File: config.mk
export PLATFORM = sky130hd
export DESIGN_NAME = pod_config_regs
export DESIGN_NICKNAME = d
export VERILOG_FILES = /design/src/verilog/sdr_link_pkg.sv /design/src/verilog/pod_config_regs.sv
export VERILOG_INCLUDE_DIRS = /design/src /design/src/verilog
export SDC_FILE = /design/constraint.sdc
export NUM_CORES = 1
export LEC_CHECK = 0
export BUFFER_PORTS_ARGS = -buffer_cell sky130_fd_sc_hd__buf_2
export CAP_MARGIN = 15
export CORE_MARGIN = 2
export CORE_UTILIZATION = 34
export CTS_CLUSTER_SIZE = 20
export DETAILED_ROUTE_END_ITERATION = 7
export MAX_ROUTING_LAYER = met4
export PLACE_DENSITY = 0.82
export REMOVE_ABC_BUFFERS = 1
export SYNTH_ARGS = -nofsm -noshare
export SYNTH_HDL_FRONTEND = slang
export SYNTH_SLANG_ARGS = --single-unit
File: constraint.sdc
create_clock -name clk_i -period 0.9 [get_ports clk_i]
set_clock_uncertainty 0.05 [all_clocks]
set_input_delay 0.18 -clock clk_i [delete_from_list [all_inputs] [get_ports clk_i]]
set_output_delay 0.18 -clock clk_i [all_outputs]
set_load 0.005 [all_outputs]
File: src/verilog/sdr_link_macros.svh
`ifndef SDR_LINK_MACROS_SVH
`define SDR_LINK_MACROS_SVH

// ------------------------------------------------------------------------
// link geometry
// ------------------------------------------------------------------------

// side links between the mesh and the bay
`define SDR_NUM_LINKS 4

// per-direction buffering, also the initial credit count of each sender
`define SDR_LG_FIFO_DEPTH 3
`define SDR_FIFO_DEPTH (1 << `SDR_LG_FIFO_DEPTH)

// ------------------------------------------------------------------------
// packet field widths
// ------------------------------------------------------------------------

`define SDR_ADDR_W 4
`define SDR_DATA_W 32
`define SDR_X_W 6
`define SDR_Y_W 6

`endif

File: src/verilog/sdr_link_pkg.sv
`include "sdr_link_macros.svh"

package sdr_link_pkg;

  // ------------------------------------------------------------------------
  // field types
  // ------------------------------------------------------------------------

  typedef logic [`SDR_ADDR_W-1:0] sdr_addr_t;
  typedef logic [`SDR_DATA_W-1:0] sdr_data_t;
  typedef logic [`SDR_X_W-1:0]    x_cord_t;
  typedef logic [`SDR_Y_W-1:0]    y_cord_t;

  // request opcode
  typedef enum logic {
    SDR_OP_READ  = 1'b0,
    SDR_OP_WRITE = 1'b1
  } sdr_op_e;

  // ------------------------------------------------------------------------
  // packets
  // ------------------------------------------------------------------------

  // forward request, mesh into bay
  typedef struct packed {
    sdr_op_e   op;
    sdr_addr_t addr;
    sdr_data_t data;
    x_cord_t   src_x;
    y_cord_t   src_y;
  } fwd_pkt_t;

  // reverse response, bay back to mesh
  // dst is the requester, src is the answering link
  typedef struct packed {
    sdr_data_t data;
    x_cord_t   dst_x;
    y_cord_t   dst_y;
    x_cord_t   src_x;
    y_cord_t   src_y;
  } rev_pkt_t;

endpackage

File: src/verilog/pod_config_regs.sv
`include "sdr_link_macros.svh"

module pod_config_regs
  import sdr_link_pkg::*;
(
  input  logic                      clk_i,
  input  logic                      rst_i,

  // register write port
  input  logic                      cfg_we_i,
  input  logic [1:0]                cfg_addr_i,
  input  sdr_data_t                 cfg_wdata_i,

  output x_cord_t                   pod_x_o,
  output y_cord_t                   base_y_o,
  output logic [`SDR_NUM_LINKS-1:0] link_en_o
);

  // register map
  localparam logic [1:0] CFG_POD_X   = 2'd0;
  localparam logic [1:0] CFG_BASE_Y  = 2'd1;
  localparam logic [1:0] CFG_LINK_EN = 2'd2;

  x_cord_t                   pod_x_q;
  y_cord_t                   base_y_q;
  logic [`SDR_NUM_LINKS-1:0] link_en_q;

  // ------------------------------------------------------------------------
  // register file
  // ------------------------------------------------------------------------

  always_ff @(posedge clk_i) begin
    if (rst_i) begin
      pod_x_q   <= '0;
      base_y_q  <= '0;
      // all links come up enabled
      link_en_q <= '1;
    end else if (cfg_we_i) begin
      case (cfg_addr_i)
        CFG_POD_X: begin
          pod_x_q <= cfg_wdata_i[`SDR_X_W-1:0];
        end
        CFG_BASE_Y: begin
          base_y_q <= cfg_wdata_i[`SDR_Y_W-1:0];
        end
        CFG_LINK_EN: begin
          link_en_q <= cfg_wdata_i[`SDR_NUM_LINKS-1:0];
        end
        default: begin
          // address 3 is reserved, write dropped
        end
      endcase
    end
  end

  assign pod_x_o   = pod_x_q;
  assign base_y_o  = base_y_q;
  assign link_en_o = link_en_q;

endmodule

==> summary.md <==
| Metric | Value |
|---|---|
| Combinational fraction of design power | 0.144 |
| Vias in the first global route | 567 |
| Register area share after synthesis | 0.457 |
| DRT iter0 DRCs | 2 |
| PwrDens | about 1300 nW/µm² |
| Total number of vias | 570 |
| Tcrit/Tclk final | 1.07 |
| Mapped Cells | between 60 and 70 |
| Clock group share of total power | 0.281 |
| Initial Util | 0.357 |
| All-Layer GR Usage | 0.132 |
| Synth warn | 0 |
| Synthesized cell area | 701 µm² |
| # DRC | 0 |
| Worst path arrival time | 0.74 ns |
| Fillers | 186 |
| Port bufs | 26 |
| # rows | 16 |
| Peak supply drop | slightly below 0.5 mV |
| Status | finished, violations left |
| Endpoints failing setup | 16 |
| CP Class | flop to primary output |
| Clock Pin Slew Worst Setup and Hold Paths | 0.09 ns |
| CTS tree | built |
| Int Pwr | 1.01 mW |
| First-pass DRT Iterations | 2 |
| PnR worst setup slack | -0.0664 ns |
| Least-Margin Pin Slew | about 0.24 ns |
| Die H | 49.4 µm |
| NetSw | 0.298 mW |
| CP Buf/Inv Count | 1 |
| Pleak | 0.467 nW |
| WL per Instance | ~10 µm |
| Crit path cell chain | buf_2 |
| Area occupied by multi-input gates | 352 µm² |
| Worst min path class | input pin to flop |
| Die W | 49.4 µm |
| Worst-path fanout max | 2 |
| Final nets | 141 |
| Failing checks | setup timing |
| First-pass GRT wire length | 2340 µm |
| Largest net degree at the start of global routing | 27 |
| Initial antenna violation count | 0 |
| Relative slew margins | 0.838 |
| Power share of the sequential group | 0.575 |
| Pins over their slew limit | 0 |
| Finished Layout Cells | 129 |
| Max Cap Violations | 0 |
| Root buffer cell | clkbuf_4 |
| Reg area | 340 µm² |
| Synth Register Bits | 16 |
| Fin. Hold Viols | 0 |
| TritonCTS Buffers | 3 |
| Required @ worst endpoint | around 0.67 ns |
| Core area | 1960 µm² |
| DRT antenna net count | 0 |
| Synth cell types | 11 |
| Gr ovfl total | 0 |
| CTS H-tree depth | 1 |
| Switching Share | 0.229 |
| Fmax | 1.03 GHz |
| Fraction of layout cells with a size suffix above 1 | 0.569 |
| Clock buffer depth | 2 |
| RSZ-0062 raised after global routing | yes |
| Startpoint Class | flop |
| Area grow syn2layout | 42.3% |
| Fin area | 997 µm² |
| Synthesized area per cell | 10.3 µm² |
| Final wirelength | 1350 µm |
| Boundary Pins | between 50 and 60 |
| Worst R2R End | pod_x_o[1] |
| Ant diodes | 0 |
| Hold_buf cts | 0 |
| Worst setup path endpoint | pod_x_o[4] |
| Minimum clock period | 0.966 ns |
| Reg2reg start | pod_x_o[1] |
| DP Cell Count | 120 |
| Final core utilization | 0.508 |
| Crit path max-delay family | flip-flops |
| Clock Latency Late Sink | 0.29 ns |
| Worst Setup SP | pod_x_o[4] |
| Worst setup EP type | primary output |
| Vias/cell | 4.42 |
| Reg2reg setup slack | 0.06 ns |
| R2R cell count | 4 |
| RD Place Congestion | between 0.6 and 0.7 |
| Clock Sinks | 16 |
| Die area | ~2400 µm² |
| Area post-placement | about 880 µm² |
| Crit path largest cell delay | 0.33 ns |
| Levels on crit path | 1 |
| Slowest CP cell | dfxtp_2 |
[how the worst min path moves through the flow]
stage / depth (start not counted) / to / slack [ns] / startpoint
after CTS: 3 / pod_x_o[0] / 0.11 / cfg_wdata_i[0]
after global routing: 3 / pod_x_o[0] / 0.10 / cfg_wdata_i[0]
after floorplan: 2 / link_en_o[0] / 0.29 / rst_i
final: 3 / base_y_o[5] / 0.12 / cfg_wdata_i[5]
after detailed placement: 2 / pod_x_o[5] / 0.41 / pod_x_o[5]
after global placement: 2 / base_y_o[0] / 0.40 / base_y_o[0]
[kinds of logic (layout without fill, tap and decap cells)]
family	after synthesis	in the layout	synth area share
multiplexers	16	16	0.229
flip-flops	16	16	0.457
buffers and inverters	5	39	0.0411
AND/OR/NAND/NOR	31	31	0.273
[power by group through the flow]
stage | Sequential, mW | Clock, mW | Combinational (mW)
after detailed placement | 0.761 | 0 | 0.169
final | 0.750 | 0.367 | 0.187
after floorplan | 0.764 | 0 | 0.0705
after global routing | 0.754 | 0.437 | 0.207
after global placement | 0.760 | 0 | 0.164
after CTS | 0.748 | 0.390 | 0.178
[per-stage QoR]
| step | setup TNS [ns] | worst slack (ns) | hold WS (ns) | total power [mW] |
|---|---|---|---|---|
| finish | -0.853 | -0.0664 | 0.115 | 1.30 |
| detailed placement | -2.43 | -0.222 | 0.413 | 0.930 |
| CTS | -1.08 | -0.0783 | 0.108 | 1.32 |
| floorplan | -0.209 | -0.0523 | 0.286 | 0.834 |
| global placement | -2.15 | -0.213 | 0.404 | 0.924 |
| global route | -1.55 | -0.111 | 0.102 | 1.40 |
[registers in the layout, indices dropped and copies added, names as in the netlist]
signal and count:
base_y_o 6, link_en_o 4, pod_x_o 6
[area by class of cell]
cell class                      instances  share of cell area
Timing Repair Buffer                   36               0.250
Clock buffer                            3              0.0226
Sequential cell                        16               0.341
Tap cell                               27              0.0339
Multi-Input combinational cell         47               0.353
[timing repair]
action | in CTS | in global routing
cloned | 0 | 0
endpoints found under the hold margin | 0 | 0
setup endpoints to repair | 16 | 16
buffers inserted | 4 | 2
resized for setup | 14 | 7
[layout by cell type, fill, tap and decap left out, drive strengths merged]
master  Yosys  routed
and3b       2       2
buf         3      36
clkbuf      2       3
dfxtp      16      16
mux2i      16      16
nand2b     18      18
nand3b      1       1
nor2        8       8
nor3b       1       1
or3b        1       1
[worst register-to-register path, cell delays in order, from the launching register on]
cell and delay (ns):
dfxtp_2 0.32, buf_4 0.12, buf_4 0.12, nand2b_1 0.06
mux2i_1 0.06
[cell usage after synthesis]
cell       n  area, µm²
nor2_1     8       30.0
clkbuf_1   2       7.51
buf_2      2       10.0
or3b_1     1       8.76
buf_6      1       11.3
dfxtp_1   16        320
and3b_2    2       20.0
mux2i_1   16        160
nand2b_1  18        113
nor3b_2    1       12.5
nand3b_1   1       7.51
[metal layers]
layer	GRT usage	vias up	wire, µm
met5	-	-	0
met4	0.0833	0	37
met3	0.0429	5	85
met2	0.207	19	637
met1	0.144	256	587
li1	-	290	-
No activity file was read; power rests on OpenSTA's default activity.
