## src/verilog/sdr_link_macros.svh

```systemverilog
`ifndef SDR_LINK_MACROS_SVH
`define SDR_LINK_MACROS_SVH

// ------------------------------------------------------------------------
// link geometry
// ------------------------------------------------------------------------

// side links between the mesh and the bay
`define SDR_NUM_LINKS 4

// per-direction buffering, also the initial credit count of each sender
`define SDR_LG_FIFO_DEPTH 3
`define SDR_FIFO_DEPTH (1 << `SDR_LG_FIFO_DEPTH)

// ------------------------------------------------------------------------
// packet field widths
// ------------------------------------------------------------------------

`define SDR_ADDR_W 4
`define SDR_DATA_W 32
`define SDR_X_W 6
`define SDR_Y_W 6

`endif

```

## src/verilog/sdr_link_pkg.sv

```systemverilog
`include "sdr_link_macros.svh"

package sdr_link_pkg;

  // ------------------------------------------------------------------------
  // field types
  // ------------------------------------------------------------------------

  typedef logic [`SDR_ADDR_W-1:0] sdr_addr_t;
  typedef logic [`SDR_DATA_W-1:0] sdr_data_t;
  typedef logic [`SDR_X_W-1:0]    x_cord_t;
  typedef logic [`SDR_Y_W-1:0]    y_cord_t;

  // request opcode
  typedef enum logic {
    SDR_OP_READ  = 1'b0,
    SDR_OP_WRITE = 1'b1
  } sdr_op_e;

  // ------------------------------------------------------------------------
  // packets
  // ------------------------------------------------------------------------

  // forward request, mesh into bay
  typedef struct packed {
    sdr_op_e   op;
    sdr_addr_t addr;
    sdr_data_t data;
    x_cord_t   src_x;
    y_cord_t   src_y;
  } fwd_pkt_t;

  // reverse response, bay back to mesh
  // dst is the requester, src is the answering link
  typedef struct packed {
    sdr_data_t data;
    x_cord_t   dst_x;
    y_cord_t   dst_y;
    x_cord_t   src_x;
    y_cord_t   src_y;
  } rev_pkt_t;

endpackage

```

## src/verilog/xcel_bay.sv

```systemverilog
`include "sdr_link_macros.svh"

module xcel_bay
  import sdr_link_pkg::*;
(
  input  logic                      clk_i,
  input  logic                      rst_i,

  // requests from the endpoints
  input  logic     [`SDR_NUM_LINKS-1:0] req_v_i,
  input  fwd_pkt_t [`SDR_NUM_LINKS-1:0] req_pkt_i,

  // coordinate of each link, stamped on its responses
  input  x_cord_t  [`SDR_NUM_LINKS-1:0] link_x_i,
  input  y_cord_t  [`SDR_NUM_LINKS-1:0] link_y_i,

  // responses back to the endpoints
  output logic     [`SDR_NUM_LINKS-1:0] resp_v_o,
  output rev_pkt_t [`SDR_NUM_LINKS-1:0] resp_pkt_o
);

  localparam int SCRATCH_WORDS = 1 << `SDR_ADDR_W;

  for (genvar k = 0; k < `SDR_NUM_LINKS; k++) begin : g_link

    sdr_data_t mem_q [SCRATCH_WORDS];
    logic      resp_v_q;
    rev_pkt_t  resp_pkt_q;
    logic      is_write;

    assign is_write = (req_pkt_i[k].op == SDR_OP_WRITE);

    // ----------------------------------------------------------------------
    // scratch memory
    // ----------------------------------------------------------------------

    // cleared at reset so reads after reset return zero
    always_ff @(posedge clk_i) begin
      if (rst_i) begin
        for (int w = 0; w < SCRATCH_WORDS; w++) begin
          mem_q[w] <= '0;
        end
      end else if (req_v_i[k] && is_write) begin
        mem_q[req_pkt_i[k].addr] <= req_pkt_i[k].data;
      end
    end

    // ----------------------------------------------------------------------
    // response, one cycle after the request
    // ----------------------------------------------------------------------

    always_ff @(posedge clk_i) begin
      if (rst_i) begin
        resp_v_q <= 1'b0;
      end else begin
        resp_v_q <= req_v_i[k];
      end
    end

    always_ff @(posedge clk_i) begin
      if (req_v_i[k]) begin
        // writes answer zero
        resp_pkt_q.data  <= is_write ? '0 : mem_q[req_pkt_i[k].addr];
        resp_pkt_q.dst_x <= req_pkt_i[k].src_x;
        resp_pkt_q.dst_y <= req_pkt_i[k].src_y;
        resp_pkt_q.src_x <= link_x_i[k];
        resp_pkt_q.src_y <= link_y_i[k];
      end
    end

    assign resp_v_o[k]   = resp_v_q;
    assign resp_pkt_o[k] = resp_pkt_q;

  end

endmodule
```

## config.mk

```make
export PLATFORM = sky130hd
export DESIGN_NAME = xcel_bay
export DESIGN_NICKNAME = d
export VERILOG_FILES = /design/src/verilog/sdr_link_pkg.sv /design/src/verilog/xcel_bay.sv
export VERILOG_INCLUDE_DIRS = /design/src /design/src/verilog
export SDC_FILE = /design/constraint.sdc
export NUM_CORES = 2
export LEC_CHECK = 0
export ABC_AREA = 1
export BUFFER_PORTS_ARGS = -buffer_cell sky130_fd_sc_hd__buf_4
export CAP_MARGIN = 20
export CORE_AREA = 2 2 344 601
export CTS_CLUSTER_DIAMETER = 80
export DETAILED_ROUTE_END_ITERATION = 7
export DIE_AREA = 0 0 346 603
export PLACE_DENSITY = 0.67
export SYNTH_ARGS = -nofsm -noshare
export SYNTH_HDL_FRONTEND = slang
export SYNTH_SLANG_ARGS = --single-unit
```

## constraint.sdc

```tcl
create_clock -name clk_i -period 4.1 [get_ports clk_i]
set_input_delay 0.615 -clock clk_i [delete_from_list [all_inputs] [get_ports clk_i]]
set_output_delay 0.615 -clock clk_i [all_outputs]
set_load 0.05 [all_outputs]
```

==> results by group <==
Yosys
  • Syn nets: 11.27k
  • Register bit total from synthesis: 2276
  • Yosys Warn Count: 0
  • Sequential element share of the synthesized area: 0.6742
  • Cell variety after synth: 12
  • Avg Cell Area, Syn: 9.192 sq um
  • Post-Synthesis Cells: 11.02k
  • Cell Area, Synth: 101300 sq um

Route
  • Drt total wl: 291200 um
  • Vias: 75.80k
  • Vias per cell: 5.369
  • Antenna Nets Post-Route: 0
  • Routed wire per std cell: 20.63 um
  • DRC: 0
  • DR pass1 iterations: 8
  • Detailed Route Iter0 Violations: 7342

Timing
  • Final setup TNS: 0 ns
  • Minimum clock period: 2.594 ns
  • Fin crit share: 0.6328
  • Clock skew: 0.02758 ns
  • RSZ-0062 raised after global routing: no
  • Slew @ Worst Pin: 1.114 ns
  • # setup viols final: 0
  • Fmax: 0.3854 GHz
  • Final Hold Fails: 0
  • Relative slew slack: 0.2571
  • Final Max Slew Viols: 0

Critical path
  • R2r startpoint: g_link[3].mem_q[7][29]
  • CP max stage cell: dlygate4sd3_1
  • Largest stage delay on the critical path: 0.54 ns
  • Worst Path Required: 4.62 ns
  • Worst R2R Setup Slack: 2.49 ns
  • Crit end category: register
  • Startpoint Class: input pin
  • CP Class: in -> reg
  • Path depth of the worst reg2reg path: 8
  • Capturing point of the worst reg2reg path: resp_pkt_o[221]
  • Worst path cell trace: dlygate4sd3_1 > buf_4 > inv_1 > nor2_1 > nand2_1 > nor3_2 > nand2_1 > buf_4 > nand2_2 > buf_12
  • Crit-path max FO: 33
  • Data arrival time of the critical path: 3.12 ns

Die
  • Die W: 346 um
  • Starting Density: 0.4983
  • Die H: 603 um
  • Rows: 219
  • CORE AREA: 203300 sq um
  • Die area: 208600 sq um
  • Boundary Pins: 478

Status
  • Status: complete, no violations

Clock tree
  • # clock sinks: 2276
  • Total CTS buffers: 209
  • Worst-path clk slew: 0.06 ns
  • Clk_lat worst skew: 0.85 ns
  • Longest Clk Path Bufs: 4
  • H-tree Lvls: 4
  • Root Buffer: clkbuf_16
  • Post-CTS setup buffers: 0
  • CTS tree: yes

GRT
  • Largest net degree at the start of global routing: 176
  • Number of global-route vias before repair: 74.96k
  • Overall routing resource usage: 0.2750
  • Global route total overflow: 0
  • First-pass GRT wire length: 439400 um
  • Initial antenna violation count: 7

Final layout
  • Commonest cells after routing, fill and taps aside: 5483 x nand2_1, 2317 x nor2_1, 2272 x edfxtp_1, 649 x buf_4, 212 x clkbuf_16
  • Area Growth Syn to Fin: 13.93%
  • Final Cell Area: 115400 sq um
  • Commonest non-fill, non-tap cell in the layout: nand2_1
  • Finished Layout Cells: 14.12k
  • Fill cell count: 17.49k
  • Nets: 11.54k
  • Layout cell share with drive strength beyond 1: 0.09234

Power
  • Max rail drop VDD: 0.0004239 V
  • Reg power frac: 0.526
  • Pwr dens: 448.7 nW/um^2
  • P_int: 39.04 mW
  • Sw frac: 0.2462
  • NetSw: 12.75 mW
  • Clock power share: 0.376
  • Combinational power share: 0.098
  • Leakage: 50.90 nW

Min path
  • Hold crit path type: in -> reg
  • Hold Crit Start: req_v_i[0]
  • Hold-critical path depth: 3
  • Hold endpoint: g_link[0].resp_v_q

Placed design
  • Post-Place Cell Area: 107800 sq um
  • RD Place Congestion: 0.8693
  • IO Port Bufs: 477
  • Dpl hpwl: 173300 um
  • Placed instance count: 13.64k

Job
  • Maxcap violations: 0
==> how the worst max path moves through the flow <==
stage | start | to | slack, ns | cells past startpoint
floorplan | req_pkt_i[44] | g_link[0].mem_q[11][0] | 1.41 | 7
CTS | req_v_i[3] | g_link[3].mem_q[4][18] | 1.67 | 10
global placement | rst_i | g_link[3].mem_q[7][31] | 0.87 | 6
global route | req_v_i[3] | g_link[3].mem_q[4][25] | 1.44 | 10
finish | req_v_i[3] | g_link[3].mem_q[4][28] | 1.51 | 10
detailed placement | rst_i | g_link[3].mem_q[7][31] | 0.83 | 6
==> through the flow <==
| step | setup WS (ns) | total power [mW] | utilization | hold WS, ns |
|---|---|---|---|---|
| after floorplan | 1.409 | 30.75 | - | 0.6976 |
| after global placement | 0.8708 | 32.63 | 0.5302 | 0.7929 |
| after detailed placement | 0.8312 | 32.73 | 0.5302 | 0.7943 |
| after CTS | 1.672 | 51.97 | 0.5676 | 0.02710 |
| after global routing | 1.442 | 53.37 | 0.5677 | 0.07948 |
| final | 1.506 | 51.79 | 0.5677 | 0.1150 |
==> critical path: cells and delay by family <==
kind	cells	cell delay, ns
buf+inv	5	1.28
simple gates	5	1.16
==> timing repair <==
item	in CTS	in global routing
hold buffers	97	0
resized for setup	0	0
endpoints found under the hold margin	97	0
==> Yosys cell counts <==
| cell | instances | area, sq um |
|---|---|---|
| buf_4 | 4 | 30.03 |
| nor2_1 | 2328 | 8738 |
| nand2_1 | 5515 | 20700 |
| buf_1 | 50 | 187.7 |
| inv_1 | 147 | 551.8 |
| nor3_2 | 13 | 130.1 |
| clkinv_1 | 2 | 7.510 |
| dfxtp_1 | 4 | 80.08 |
| buf_2 | 67 | 335.3 |
| edfxtp_1 | 2272 | 68230 |
| clkbuf_1 | 615 | 2308 |
| inv_2 | 6 | 22.52 |
==> layer usage <==
metal  GRT usage  up-vias  wire, um
met5           0        -        13
met4      0.1289        2     14200
met3     0.03895      806     23580
met2      0.4965     3641    150300
met1      0.3219    36047    103200
li1            -    35305         -
==> state kept, by name (all words and copies together), names as in the netlist <==
name,cells
g_link.resp_v_q,4
resp_pkt_o,224
g_link.mem_q,2048
==> area by class of cell <==
type	count	area, sq um	share of cell area
diodes	7	17.52	0.0001518
repair buffers	795	6799	0.05890
multi-input cells	7856	29720	0.2575
flip-flops and latches	2276	68310	0.5918
inverters	155	620.6	0.005376
clock buffers	264	5580	0.04834
clock inverters	112	1070	0.009268
well taps	2652	3318	0.02875
==> cell families after synthesis <==
| kind of cell | share of synthesized area |
|---|---|
| buffers and inverters | 0.03398 |
| and+or+nand+nor | 0.2918 |
| DFF | 0.6742 |
==> power groups by stage <==
stage	clock (mW)	combinational, mW	sequential, mW
2_1_floorplan	0	2.51	28.2
6_report	19.5	5.08	27.3
3_5_place_dp	0	4.97	27.8
5_1_grt	20.5	5.53	27.4
3_3_place_gp	0	4.92	27.7
4_1_cts	19.6	5.07	27.3
Power figures use the tool's default switching activity.
