===== src/verilog/sdr_link_macros.svh =====
`ifndef SDR_LINK_MACROS_SVH
`define SDR_LINK_MACROS_SVH

// ------------------------------------------------------------------------
// link geometry
// ------------------------------------------------------------------------

// side links between the mesh and the bay
`define SDR_NUM_LINKS 4

// per-direction buffering, also the initial credit count of each sender
`define SDR_LG_FIFO_DEPTH 3
`define SDR_FIFO_DEPTH (1 << `SDR_LG_FIFO_DEPTH)

// ------------------------------------------------------------------------
// packet field widths
// ------------------------------------------------------------------------

`define SDR_ADDR_W 4
`define SDR_DATA_W 32
`define SDR_X_W 6
`define SDR_Y_W 6

`endif


===== src/verilog/sdr_link_pkg.sv =====
`include "sdr_link_macros.svh"

package sdr_link_pkg;

  // ------------------------------------------------------------------------
  // field types
  // ------------------------------------------------------------------------

  typedef logic [`SDR_ADDR_W-1:0] sdr_addr_t;
  typedef logic [`SDR_DATA_W-1:0] sdr_data_t;
  typedef logic [`SDR_X_W-1:0]    x_cord_t;
  typedef logic [`SDR_Y_W-1:0]    y_cord_t;

  // request opcode
  typedef enum logic {
    SDR_OP_READ  = 1'b0,
    SDR_OP_WRITE = 1'b1
  } sdr_op_e;

  // ------------------------------------------------------------------------
  // packets
  // ------------------------------------------------------------------------

  // forward request, mesh into bay
  typedef struct packed {
    sdr_op_e   op;
    sdr_addr_t addr;
    sdr_data_t data;
    x_cord_t   src_x;
    y_cord_t   src_y;
  } fwd_pkt_t;

  // reverse response, bay back to mesh
  // dst is the requester, src is the answering link
  typedef struct packed {
    sdr_data_t data;
    x_cord_t   dst_x;
    y_cord_t   dst_y;
    x_cord_t   src_x;
    y_cord_t   src_y;
  } rev_pkt_t;

endpackage


===== src/verilog/link_credit_fifo.sv =====
`include "sdr_link_macros.svh"

module link_credit_fifo
  import sdr_link_pkg::*;
#(
  parameter type payload_t = fwd_pkt_t
) (
  input  logic                        clk_i,
  input  logic                        rst_i,

  input  logic                        push_i,
  input  payload_t                    data_i,

  input  logic                        pop_i,
  output payload_t                    data_o,
  output logic                        valid_o,

  output logic [`SDR_LG_FIFO_DEPTH:0] free_o,
  output logic                        token_o
);

  localparam int PTR_W = `SDR_LG_FIFO_DEPTH;
  localparam int CNT_W = `SDR_LG_FIFO_DEPTH + 1;
  localparam int DEPTH = `SDR_FIFO_DEPTH;

  payload_t         mem_q [DEPTH];
  logic [PTR_W-1:0] wr_ptr_q;
  logic [PTR_W-1:0] rd_ptr_q;
  logic [CNT_W-1:0] count_q;
  logic             do_push;
  logic             do_pop;

  // head of queue is read straight from storage
  assign data_o  = mem_q[rd_ptr_q];
  assign valid_o = (count_q != '0);
  assign free_o  = CNT_W'(DEPTH) - count_q;

  assign do_pop  = pop_i && valid_o;
  // a full buffer still takes a push in the cycle it pops
  assign do_push = push_i && ((count_q != CNT_W'(DEPTH)) || do_pop);

  // one credit back per popped entry
  assign token_o = do_pop;

  // ------------------------------------------------------------------------
  // storage
  // ------------------------------------------------------------------------

  always_ff @(posedge clk_i) begin
    if (do_push) begin
      mem_q[wr_ptr_q] <= data_i;
    end
  end

  // ------------------------------------------------------------------------
  // pointers and occupancy
  // ------------------------------------------------------------------------

  always_ff @(posedge clk_i) begin
    if (rst_i) begin
      wr_ptr_q <= '0;
      rd_ptr_q <= '0;
      count_q  <= '0;
    end else begin
      if (do_push) begin
        wr_ptr_q <= wr_ptr_q + 1'b1;
      end
      if (do_pop) begin
        rd_ptr_q <= rd_ptr_q + 1'b1;
      end
      // pointers wrap naturally at the power-of-two depth
      count_q <= count_q + CNT_W'(do_push) - CNT_W'(do_pop);
    end
  end

endmodule


===== src/verilog/sdr_link_endpoint.sv =====
`include "sdr_link_macros.svh"

module sdr_link_endpoint
  import sdr_link_pkg::*;
(
  input  logic     clk_i,

  // reset chain
  input  logic     core_reset_i,
  output logic     core_reset_o,

  // coordinate chain
  input  x_cord_t  core_x_i,
  input  y_cord_t  core_y_i,
  output y_cord_t  core_y_o,

  input  logic     link_en_i,

  // mesh side, forward requests in
  input  logic     fwd_v_i,
  input  fwd_pkt_t fwd_data_i,
  output logic     fwd_token_o,

  // mesh side, reverse responses out
  output logic     rev_v_o,
  output rev_pkt_t rev_data_o,
  input  logic     rev_token_i,

  // bay side
  output logic     req_v_o,
  output fwd_pkt_t req_pkt_o,
  input  logic     resp_v_i,
  input  rev_pkt_t resp_pkt_i
);

  localparam int CNT_W = `SDR_LG_FIFO_DEPTH + 1;

  logic             reset_q;
  y_cord_t          core_y_q;

  logic             fwd_valid;
  logic             fwd_pop;
  fwd_pkt_t         fwd_head;

  logic             rev_valid;
  logic             rev_send;
  logic             rev_pop_token;
  logic [CNT_W-1:0] rev_free;
  logic [CNT_W-1:0] rev_credit_q;

  // ------------------------------------------------------------------------
  // reset and coordinate chain
  // ------------------------------------------------------------------------

  // each hop adds one cycle, so link k leaves reset k+1 cycles late
  always_ff @(posedge clk_i) begin
    reset_q  <= core_reset_i;
    core_y_q <= core_y_i + y_cord_t'(1);
  end

  assign core_reset_o = reset_q;
  assign core_y_o     = core_y_q;

  // ------------------------------------------------------------------------
  // forward path
  // ------------------------------------------------------------------------

  link_credit_fifo #(
    .payload_t (fwd_pkt_t)
  ) fwd_fifo (
    .clk_i   (clk_i),
    .rst_i   (reset_q),
    .push_i  (fwd_v_i),
    .data_i  (fwd_data_i),
    .pop_i   (fwd_pop),
    .data_o  (fwd_head),
    .valid_o (fwd_valid),
    .free_o  (),
    .token_o (fwd_token_o)
  );

  // a response arriving this cycle already owns one of the free slots,
  // so an enabled pop needs one more slot beyond it.
  // disabled links drain without touching the reverse side
  assign fwd_pop = fwd_valid && (!link_en_i || (rev_free > CNT_W'(resp_v_i)));

  assign req_v_o   = fwd_pop && link_en_i;
  assign req_pkt_o = fwd_head;

  // ------------------------------------------------------------------------
  // reverse path
  // ------------------------------------------------------------------------

  link_credit_fifo #(
    .payload_t (rev_pkt_t)
  ) rev_fifo (
    .clk_i   (clk_i),
    .rst_i   (reset_q),
    .push_i  (resp_v_i),
    .data_i  (resp_pkt_i),
    .pop_i   (rev_send),
    .data_o  (rev_data_o),
    .valid_o (rev_valid),
    .free_o  (rev_free),
    .token_o (rev_pop_token)
  );

  // send whenever an entry and a mesh credit are both there
  assign rev_send = rev_valid && (rev_credit_q != '0);
  assign rev_v_o  = rev_send;

  // credits held toward the mesh
  always_ff @(posedge clk_i) begin
    if (reset_q) begin
      rev_credit_q <= CNT_W'(`SDR_FIFO_DEPTH);
    end else begin
      rev_credit_q <= rev_credit_q + CNT_W'(rev_token_i) - CNT_W'(rev_pop_token);
    end
  end

  // ------------------------------------------------------------------------
  // link coordinate check
  // ------------------------------------------------------------------------

  // outgoing responses carry this link's coordinate, a mismatch means the
  // bay was wired to the wrong chain position
  always_ff @(posedge clk_i) begin
    if (!reset_q && rev_send) begin
      assert ((rev_data_o.src_x == core_x_i) && (rev_data_o.src_y == core_y_i))
        else $error("response source does not match link coordinate");
    end
  end

endmodule


===== config.mk =====
export PLATFORM = sky130hd
export DESIGN_NAME = sdr_link_endpoint
export DESIGN_NICKNAME = d
export VERILOG_FILES = /design/src/verilog/sdr_link_pkg.sv /design/src/verilog/link_credit_fifo.sv /design/src/verilog/sdr_link_endpoint.sv
export VERILOG_INCLUDE_DIRS = /design/src /design/src/verilog
export SDC_FILE = /design/constraint.sdc
export NUM_CORES = 1
export LEC_CHECK = 0
export BUFFER_PORTS_ARGS = -buffer_cell sky130_fd_sc_hd__buf_2
export CORE_ASPECT_RATIO = 1.2
export CORE_MARGIN = 2
export CORE_UTILIZATION = 55
export DETAILED_ROUTE_END_ITERATION = 12
export PLACE_DENSITY_LB_ADDON = 0.12
export SLEW_MARGIN = 0
export SYNTH_ARGS = -nofsm -noshare
export SYNTH_HDL_FRONTEND = slang
export SYNTH_SLANG_ARGS = --single-unit
export TNS_END_PERCENT = 30

===== constraint.sdc =====
create_clock -name clk_i -period 8.3 [get_ports clk_i]
set_input_delay 0.83 -clock clk_i [delete_from_list [all_inputs] [get_ports clk_i]]
set_output_delay 0.83 -clock clk_i [all_outputs]
set_load 0.02 [all_outputs]

==> metrics.md, run 1 <==
| Metric | Value |
|---|---|
| Outcome | finished, final reports clean |
| GRT met3 Usage | 0.0447 |
| Avg Cell Area, Syn | 23.6 um^2 |
| Synth Area in Simple Gates | 0.0110 |
| DP Wirelength | 31.6 mm |
| Overflow after GRT | 0 |
| Largest net degree at the start of global routing | 109 |
| Die area | 0.0626 mm^2 |
| Met1 Use GR | 0.254 |
| Routed len/inst | 24.0 um |
| Netlist cell types | 35 |
| VDD IR-drop max | 0.227 mV |
| Global routing's busiest layer | met2 |
| Reg clk slew, reported paths | 0.06 ns |
| Synth Area in Compound Gates | 0.00368 |
| Largest family of logic cells by synthesized area | multiplexers |
| CTS HTree Levels | 3 |
| GPL Wtd Cong | 0.688 |
| Critical-path cell list | buf_4, mux4_2, mux2_2, buf_2 |
| Most common library cells after synthesis | edfxtp_1 (840), mux4_2 (210), mux2_2 (106) |
| PD cells | 319 mW/mm^2 |
| Core area | 0.0597 mm^2 |
| Drt pass-1 iters | 5 |
| Post_cts resized | 0 |
| Drt total wl | 61.5 mm |
| Crit path buf inv count | 2 |
| # DRC | 0 |
| Clock Root Buffer | clkbuf_16 |
| EDFF count, synth | 840 |
| CTS buffer count | 82 |
| Worst EP arrival | 3.66 ns |
| Dominant cells by area after synthesis | edfxtp_1 (76%), mux4_2 (14%), mux2_2 (3.6%) |
| GR Util All Layers | 0.201 |
| Most common cell in the netlist | edfxtp_1 |
| Post-CTS setup buffer count | 0 |
| FP Rows | 98 |
| Dpl ws | 4.31 ns |
| Leak pwr | 12.4 nW |
| CTS max path bufs | 3 |
| Slew of the pin with the lowest slew margin | 1.06 ns |
| Final setup viols | 0 |
| Area growth syn-to-layout | 14.4% |
| Final Critical Period | 4.49 ns |
| Final Non-Filler Cells | 2561 |
| Initial Utilization | 0.558 |
| Yosys top cell area share | 0.757 |
| Critical path fanouts, max | 50 |
| Placed cell area | 0.0354 mm^2 |
| Most area-hungry cell type in the Yosys netlist | edfxtp_1 |
| Worst Hold Class | in2reg |
| Top_reg_cell synth | edfxtp_1 |
| Slowest stage cell on the critical path | dfxtp_4 |
| Final Instance Area | 0.0381 mm^2 |
| Vias/cell | 5.73 |
| CP startpoint kind | flop |
| First-pass GRT wire length | 93.3 mm |
| Period utilisation layout | 0.542 |
| DRT antenna net count | 0 |
| TritonCTS clock tree | done |
| Seq/Total Area, Yosys | 0.779 |
| Rel. slew slack | 0.293 |
| DIE WIDTH | 229 um |
| WHS | 0.305 ns |
| Fin. max-slew vios | 0 |
| Io pins | 238 |
| Yosys warning count | 0 |
| Multiplexer share of the synthesized area | 0.179 |
| Clk sinks | 877 |
| Crit path largest cell delay | 1.02 ns |
| Synth Cell Area | 0.0333 mm^2 |
| Max Cap Viol | 0 |
| Post-synthesis xor/xnor area fraction | 0.00394 |
| Worst-Skew Late Latency | 0.62 ns |
| Vias in the first global route | 15700 |
| Placed cell count | 2403 |
| Post-synthesis adder-cell area fraction | 0.0112 |
| Antenna violations before repair | 12 |
| Filler instances | 4022 |
| Layout cell share with drive strength beyond 1 | 0.406 |
| Hold buffer count at CTS | 0 |
| Final net count | 1838 |
| CP required | 7.47 ns |
| Vias | 14700 |
| RSZ-0062 raised after global routing | no |
| Post-Synthesis Cells | 1412 |
| Ys async rst share | 0 |
| Clock skew | 0.0169 ns |
| Setup TNS | 0 ns |
| CP endpoint kind | output port |
| DR iter-0 viols | 1100 |
| Syn Nets | 1563 |
| Height of the die | 274 um |
| Seq cells post-synth | 877 |
| F_max | 222 MHz |
| Final hold vios | 0 |
| Worst setup margin | 3.81 ns |
| Port Buffers | 231 |
| Crit Path Class | reg2out |
| Grt met2 use | 0.350 |
| Crit-path leading delay family | buffers and inverters |
[kinds of logic (layout without fill, tap and decap cells)]
kind of cell	count (synthesis)	count (layout)
DFF	877	877
muxes	319	319
buffers and inverters	87	430
and+or+nand+nor	68	68
adders and majority gates	28	28
AOI/OAI and AO/OA	18	18
xor gates and xnor gates	15	15
other	0	6
[power breakdown]
part	switching [mW]	internal [mW]
logic	1.59	1.42
registers	0.219	5.25
clock network	1.55	2.13
total	3.36	8.80
[final cells by class]
| cell class | instances | area [um^2] | area share |
|---|---|---|---|
| multi-input combinational | 448 | 7010 | 0.184 |
| sequential | 877 | 26000 | 0.682 |
| antenna | 6 | 15.0 | 0.000394 |
| timing repair buffer | 253 | 1330 | 0.0350 |
| clock buffer | 96 | 2170 | 0.0569 |
| tap | 800 | 1000 | 0.0263 |
| inverter | 25 | 93.8 | 0.00246 |
| clock inverter | 56 | 498 | 0.0131 |
[placed cells by master (no fill, tap or decap), drive strengths merged, types with 4 or more instances in the layout]
cell	n
edfxtp	840
mux2	106
clkinv	45
inv	27
clkbuf	96
and4b	4
xnor2	10
xor2	5
a21oi	9
nand2	10
bufinv	8
diode	6
nor2b	6
buf	253
nor2	27
ha	25
nand2b	6
mux4	210
and3	4
dfxtp	37
[routing by layer]
| metal | vias to the layer above | routed length (um) |
|---|---|---|
| met4 | 12 | 1230 |
| li1 | 6485 | - |
| met2 | 314 | 32100 |
| met3 | 84 | 3440 |
| met1 | 7790 | 24700 |
| met5 | - | 74 |
[flip-flops by register name, indices dropped and copies added, names as in the netlist, named ones only]
register,count
rev_fifo.count_q,4
fwd_fifo.mem_q,392
rev_fifo.mem_q,448
rev_fifo.rd_ptr_q,3
core_reset_o,1
rev_fifo.wr_ptr_q,3
core_y_o,6
fwd_fifo.wr_ptr_q,3
fwd_fifo.rd_ptr_q,3
rev_credit_q,4
fwd_fifo.count_q,4
[final timing paths]
kind | from | end | slack (ns) | cells after the start
max | flop | req_pkt_o[24] | 3.81 | 4
max reg2reg | rev_fifo.count_q[1] | rev_fifo.mem_q[7][16] | 4.62 | 8
min | core_reset_i | core_reset_o | 0.31 | 1
min reg2reg | rev_fifo.wr_ptr_q[0] | rev_fifo.wr_ptr_q[0] | 0.49 | 2
[through the flow]
stage | util | power (mW)
floorplan | - | 7.78
global placement | 0.593 | 8.59
detailed placement | 0.593 | 8.65
CTS | 0.638 | 12.3
global route | 0.638 | 12.7
finish | 0.638 | 12.2
Power figures use the tool's default switching activity.
==> inputs of run 2 (changes only) <==
==> constraint.sdc (replaced) <==
create_clock -name clk_i -period 4.6 [get_ports clk_i]
set_input_delay 0.46 -clock clk_i [delete_from_list [all_inputs] [get_ports clk_i]]
set_output_delay 0.46 -clock clk_i [all_outputs]
set_load 0.02 [all_outputs]
==> run 2 against run 1 <==
- clock skew up 0.0034 ns
- clock power up 74%
- final area up 0.20%
- highest routed layer unchanged
- sequential share of layout area down 0.14 points
- core utilization up 0.13 points
- register-to-register slack worse by 3.4 ns
- sequential power up 81%
- worst hold slack worse by 0.27 ns
- non-clock buffer count up 15
- global-route usage up 0.44 points
- critical path type unchanged
==> metrics.md, run 2 (synthesized netlist as in run 1, its figures left out) <==
| Metric | Value |
|---|---|
| Final setup viols | 0 (unchanged) |
| Final net count | 1854 (+0.87%) |
| Core area | 0.0597 mm^2 (unchanged) |
| Io pins | 238 (unchanged) |
| Hold buffer count at CTS | 2 (+2) |
| Slew of the pin with the lowest slew margin | 1.07 ns (+0.0124 ns) |
| Vias | 14800 (+0.75%) |
| Biggest register | rev_fifo.mem_q |
| Critical path fanouts, max | 47 (-6.0%) |
| CP endpoint kind | output port |
| Layout cell share with drive strength beyond 1 | 0.405 (-0.000613) |
| Crit path largest cell delay | 0.80 ns (-0.22 ns) |
| DRT antenna net count | 0 (unchanged) |
| # DRC | 0 (unchanged) |
| Final hold vios | 0 (unchanged) |
| R2R Setup Slk | 1.23 ns (-3.39 ns) |
| R2R depth | 8 (unchanged) |
| Routed len/inst | 24.3 um (+1.3%) |
| FP Rows | 98 (unchanged) |
| Final Critical Period | 3.44 ns |
| Overflow after GRT | 0 (unchanged) |
| Area growth syn-to-layout | 14.6% |
| Fin. max-slew vios | 0 (unchanged) |
| Critical-path cell list | buf_12, mux4_2, mux2_2, buf_2 |
| F_max | 290 MHz |
| Worst Hold Class | in2reg |
| Port Buffers | 231 (unchanged) |
| Die area | 0.0626 mm^2 (unchanged) |
| CTS buffer count | 83 (+1.2%) |
| DR iter-0 viols | 930 (-15%) |
| Post-CTS setup buffer count | 0 (unchanged) |
| GR Util All Layers | 0.205 (+0.00440) |
| PD cells | 571 mW/mm^2 (+79%) |
| Drt total wl | 62.6 mm (+1.7%) |
| Height of the die | 274 um (unchanged) |
| Max FFs per register | 448 (unchanged) |
| Placed cell area | 0.0356 mm^2 (+0.51%) |
| Antenna violations before repair | 10 (-2) |
| Leak pwr | 12.4 nW (+0.21%) |
| Worst EP arrival | 2.98 ns (-0.68 ns) |
| Final Instance Area | 0.0382 mm^2 (+0.20%) |
| Period utilisation layout | 0.749 |
| Slowest stage cell on the critical path | dfxtp_4 |
| Hold path start | core_y_i[5] |
| GPL Wtd Cong | 0.725 (+5.5%) |
| Drt pass-1 iters | 5 (unchanged) |
| DP Wirelength | 35.2 mm (+11%) |
| Commonest non-fill, non-tap cells in the layout | edfxtp_1 (840), buf_2 (231), mux4_2 (210) |
| Clock Root Buffer | clkbuf_16 |
| CTS max path bufs | 3 (unchanged) |
| Clock skew | 0.0203 ns (+0.00340 ns) |
| Rel. slew slack | 0.285 (-0.00829) |
| First-pass GRT wire length | 95.8 mm (+2.6%) |
| Worst-Skew Late Latency | 0.62 ns (about the same) |
| DIE WIDTH | 229 um (unchanged) |
| Largest net degree at the start of global routing | 107 (-1.8%) |
| Worst reg2reg startpoint | rev_fifo.count_q[1] |
| Initial Utilization | 0.558 (unchanged) |
| CP required | 4.14 ns (-3.33 ns) |
| Clk sinks | 877 (unchanged) |
| TritonCTS clock tree | done |
| Post_cts resized | 0 (unchanged) |
| WHS | 0.0400 ns (-0.265 ns) |
| Hold path cells | 2 (+1) |
| Hold path endpoint | core_y_o[5] |
| Worst flop-to-flop path endpoint | rev_fifo.mem_q[0][32] |
| Reg clk slew, reported paths | 0.07 ns (about the same) |
| Crit Path Class | reg2out |
| Worst path depth | 4 (unchanged) |
| Crit path buf inv count | 2 (unchanged) |
| Max Cap Viol | 0 (unchanged) |
| CP startpoint kind | flop |
| Outcome | finished, final reports clean |
| VDD IR-drop max | 0.358 mV (+57%) |
| CTS HTree Levels | 3 (unchanged) |
| Vias in the first global route | 16000 (+2.0%) |
| Final Non-Filler Cells | 2572 (+0.43%) |
| Placed cell count | 2416 (+0.54%) |
| Vias/cell | 5.75 (+0.32%) |
| Most common cell after layout, fill and taps aside | edfxtp_1 |
| Crit-path leading delay family | multiplexers |
| RSZ-0062 raised after global routing | no |
## run 2: where the power goes
group / switching, mW / internal (mW) / total, mW / leakage, nW
Combinational: 2.91 / 2.62 / 5.53 / 3.23
Clock: 2.78 / 3.63 / 6.40 / 1.24
Sequential: 0.404 / 9.46 / 9.86 / 7.94
## run 2: worst register-to-register path, stage by stage, from the launching register on
cell and delay [ns]:
dfxtp_1 0.39, inv_1 0.10, ha_1 0.24, a32oi_2 0.42, o21ai_0 0.33, inv_1 0.21
nand2b_1 0.28, nor3_4 0.65, buf_12 0.40
## run 2: stage by stage
step	setup TNS [ns]	total power, mW	utilization	setup WS, ns
floorplan	-79.94	14.0	-	-1.43
global placement	0	15.6	0.596	1.28
detailed placement	0	15.7	0.596	1.25
CTS	0	22.1	0.639	1.04
global route	0	22.8	0.639	0.918
finish	0	21.8	0.639	1.16
## run 2: area by class of cell
| cell class | instances | area (um^2) |
|---|---|---|
| timing repair buffer | 268 | 1530 |
| fill | 4031 | 21500 |
| clock inverter | 38 | 288 |
| clock buffer | 114 | 2270 |
| inverter | 25 | 93.8 |
| antenna | 2 | 5.00 |
| tap | 800 | 1000 |
| sequential | 877 | 26000 |
| multi-input combinational | 448 | 7020 |
## run 2: per-layer routing
metal  global-route usage  part of all wire  vias up  wire (um)
met2                0.359              0.52      339      32700
li1                     -                 -     6512          -
met5                    0            0.0012        -         77
met4               0.0557             0.018       12       1100
met1                0.261              0.40     7843      25100
met3               0.0485             0.058       89       3640
## run 2: how the worst max path moves through the flow
stage | end | startpoint
after floorplan | rev_fifo.mem_q[1][0] | rev_fifo.count_q[1]
after global placement | rev_fifo.mem_q[0][37] | rev_fifo.count_q[1]
after detailed placement | rev_fifo.mem_q[0][33] | rev_fifo.count_q[1]
after CTS | req_pkt_o[0] | flop
after global routing | rev_fifo.mem_q[0][33] | rev_fifo.count_q[1]
final | req_pkt_o[0] | flop
==> inputs of run 3 (changes only) <==
==> constraint.sdc (replaced) <==
create_clock -name clk_i -period 3.56 [get_ports clk_i]
set_input_delay 0.356 -clock clk_i [delete_from_list [all_inputs] [get_ports clk_i]]
set_output_delay 0.356 -clock clk_i [all_outputs]
set_load 0.02 [all_outputs]
==> run 3 against run 2 <==
- routed wire length is 2.2% higher
- sequential share of layout area decreased by 2.5 points
- via count up 2.6%
- clock skew grew 0.0089 ns
- final cell count rose by 4.2%
- power up 32%
- worst hold slack lost 0.011 ns
- setup slack worse by 0.60 ns
- register-to-register slack lost 0.68 ns
- first-iteration DRC count grew 2.9%
- largest cell class unchanged
==> metrics.md, run 3 (synthesized netlist as in run 1, its figures left out) <==
| Metric | Value |
|---|---|
| Final Non-Filler Cells | 2679 (+4.2%) |
| Period utilisation layout | 0.845 |
| Outcome | finished, final reports clean |
| Final hold vios | 0 (unchanged) |
| Largest net degree at the start of global routing | 68 (-36%) |
| F_max | 332 MHz |
| Vias/cell | 5.67 (-1.5%) |
| Hold path cells | 1 (-1) |
| Area growth syn-to-layout | 19.0% |
| Global routing's busiest layer | met2 |
| Clock power share | 0.296 (+0.002) |
| Clk sinks | 877 (unchanged) |
| Placed cell count | 2432 (+0.66%) |
| CTS HTree Levels | 3 (unchanged) |
| Layout cell share with drive strength beyond 1 | 0.393 (-0.0118) |
| VDD IR-drop max | 0.505 mV (+41%) |
| DRT antenna net count | 0 (unchanged) |
| CP required | 3.82 ns (-0.32 ns) |
| Post-CTS setup buffer count | 0 (unchanged) |
| Antenna violations before repair | 2 (-8) |
| Final setup viols | 0 (unchanged) |
| Dpl ws | 0.490 ns (-0.762 ns) |
| # DRC | 0 (unchanged) |
| CTS buffer count | 84 (+1.2%) |
| Vias in the first global route | 16400 (+2.3%) |
| Worst reg2reg startpoint | rev_fifo.count_q[1] |
| R2R depth | 9 (+1) |
| Fin. max-slew vios | 0 (unchanged) |
| GR Util All Layers | 0.209 (+0.00320) |
| GRT met3 Usage | 0.0392 (-0.00937) |
| Crit Path Class | reg2reg |
| FP Rows | 98 (unchanged) |
| Slew of the pin with the lowest slew margin | 1.05 ns (-0.0231 ns) |
| Critical path fanouts, max | 54 (+15%) |
| RSZ-0062 raised after global routing | no |
| Sw Pwr | 7.96 mW (+31%) |
| Io pins | 238 (unchanged) |
| Reg clk slew, reported paths | 0.06 ns (about the same) |
| Hold path start | fwd_data_i[48] |
| Filler instances | 3948 (-2.1%) |
| Internal power | 20.7 mW (+32%) |
| GPL Wtd Cong | 0.716 (-1.3%) |
| Worst EP arrival | 3.27 ns (+0.29 ns) |
| Combinational power share | 0.263 (+0.009) |
| Initial Utilization | 0.558 (unchanged) |
| Max Cap Viol | 0 (unchanged) |
| Most common cell after layout, fill and taps aside | edfxtp_1 |
| Setup TNS | 0 ns (unchanged) |
| DIE WIDTH | 229 um (unchanged) |
| R2R Setup Slk | 0.55 ns (-0.68 ns) |
| WHS | 0.0290 ns (-0.0110 ns) |
| Overflow after GRT | 0 (unchanged) |
| Final Critical Period | 3.01 ns |
| DR iter-0 viols | 957 (+2.9%) |
| Height of the die | 274 um (unchanged) |
| Clock Root Buffer | clkbuf_16 |
| Worst-Skew Late Latency | 0.62 ns (about the same) |
| Commonest non-fill, non-tap cells in the layout | edfxtp_1 (840), buf_2 (231), mux4_2 (210) |
| Die area | 0.0626 mm^2 (unchanged) |
| Max FFs per register | 448 (unchanged) |
| Met1 Use GR | 0.263 (+0.00280) |
| Routed len/inst | 23.9 um (-1.9%) |
| CTS max path bufs | 3 (unchanged) |
| Sw Share | 0.278 (-0.00189) |
| Clock skew | 0.0291 ns (+0.00885 ns) |
| Rel. slew slack | 0.300 (+0.0154) |
| Grt met2 use | 0.372 (+0.0135) |
| Port Buffers | 231 (unchanged) |
| Leak pwr | 13.0 nW (+4.8%) |
| Biggest register | rev_fifo.mem_q |
| Final net count | 1969 (+6.2%) |
| Vias | 15200 (+2.6%) |
| Sequential cell fraction of total power | 0.441 (-0.011) |
| Hold path endpoint | fwd_fifo.mem_q[6][48] |
| Worst setup margin | 0.550 ns (-0.605 ns) |
| First-pass GRT wire length | 97.7 mm (+2.0%) |
| DP Wirelength | 35.9 mm (+2.1%) |
| ANT cells | 0 (-2) |
| Worst Hold Class | in2reg |
| TritonCTS clock tree | done |
| CP startpoint kind | flop |
| CP endpoint kind | flop |
| Worst flop-to-flop path endpoint | rev_fifo.mem_q[0][55] |
| Core area | 0.0597 mm^2 (unchanged) |
| Drt pass-1 iters | 5 (unchanged) |
| Drt total wl | 64.0 mm (+2.2%) |
| PD cells | 724 mW/mm^2 (+27%) |
[run 3: critical path, stage by stage (launching register included)]
cell	delay, ns
dfxtp_1	0.39
inv_1	0.10
ha_1	0.24
a32oi_2	0.18
buf_4	0.18
o21ai_0	0.28
inv_1	0.26
nand2b_1	0.29
nor3_4	0.30
buf_12	0.39
[run 3: metrics by stage]
stage                     instance area (um^2)   util  power [mW]
after CTS                                39600  0.664        29.1
after detailed placement                 36000  0.603        20.5
final                                    39600  0.664        28.7
after global placement                   36000  0.603        20.3
after global routing                     39600  0.664        30.0
after floorplan                          33300      -        18.1
[run 3: layout make-up]
cell class | count | area, um^2 | share of cell area
multi-input cells | 448 | 7020 | 0.177
clock buffers | 108 | 2290 | 0.0577
inverters | 25 | 93.8 | 0.00237
well taps | 800 | 1000 | 0.0253
repair buffers | 382 | 2900 | 0.0732
clock inverters | 39 | 344 | 0.00868
flip-flops and latches | 877 | 26000 | 0.656
[run 3: power by group through the flow]
stage          sequential [mW]  combinational (mW)  clock, mW
2_1_floorplan             12.6                5.52          0
3_3_place_gp              12.8                7.51          0
3_5_place_dp              12.9                7.59          0
4_1_cts                   12.7                7.72       8.69
5_1_grt                   12.7                8.16       9.07
6_report                  12.7                7.54       8.49
[run 3: metal layers]
layer  up-vias  part of all wire
met1      8015              0.39
met4         4             0.018
met5         -           0.00036
met2       345              0.53
met3        87             0.052
li1       6736                 -
[run 3: worst max-delay path by stage]
stage	slack [ns]	depth (start not counted)	start	to
after global placement	0.60	9	rev_fifo.count_q[1]	rev_fifo.mem_q[0][52]
after floorplan	-0.12	7	rev_fifo.count_q[1]	rev_fifo.mem_q[6][0]
after detailed placement	0.49	9	rev_fifo.count_q[1]	rev_fifo.mem_q[0][51]
final	0.55	9	rev_fifo.count_q[1]	rev_fifo.mem_q[0][55]
after CTS	0.47	9	rev_fifo.count_q[1]	rev_fifo.mem_q[0][55]
after global routing	0.28	9	rev_fifo.count_q[1]	rev_fifo.mem_q[0][55]
[run 3: timing repair]
item / in CTS / in global routing
resized for setup: 0 / 0
hold endpoints to repair: 695 / 0
endpoints found under the setup margin: 0 / 0
hold buffers: 100 / 0
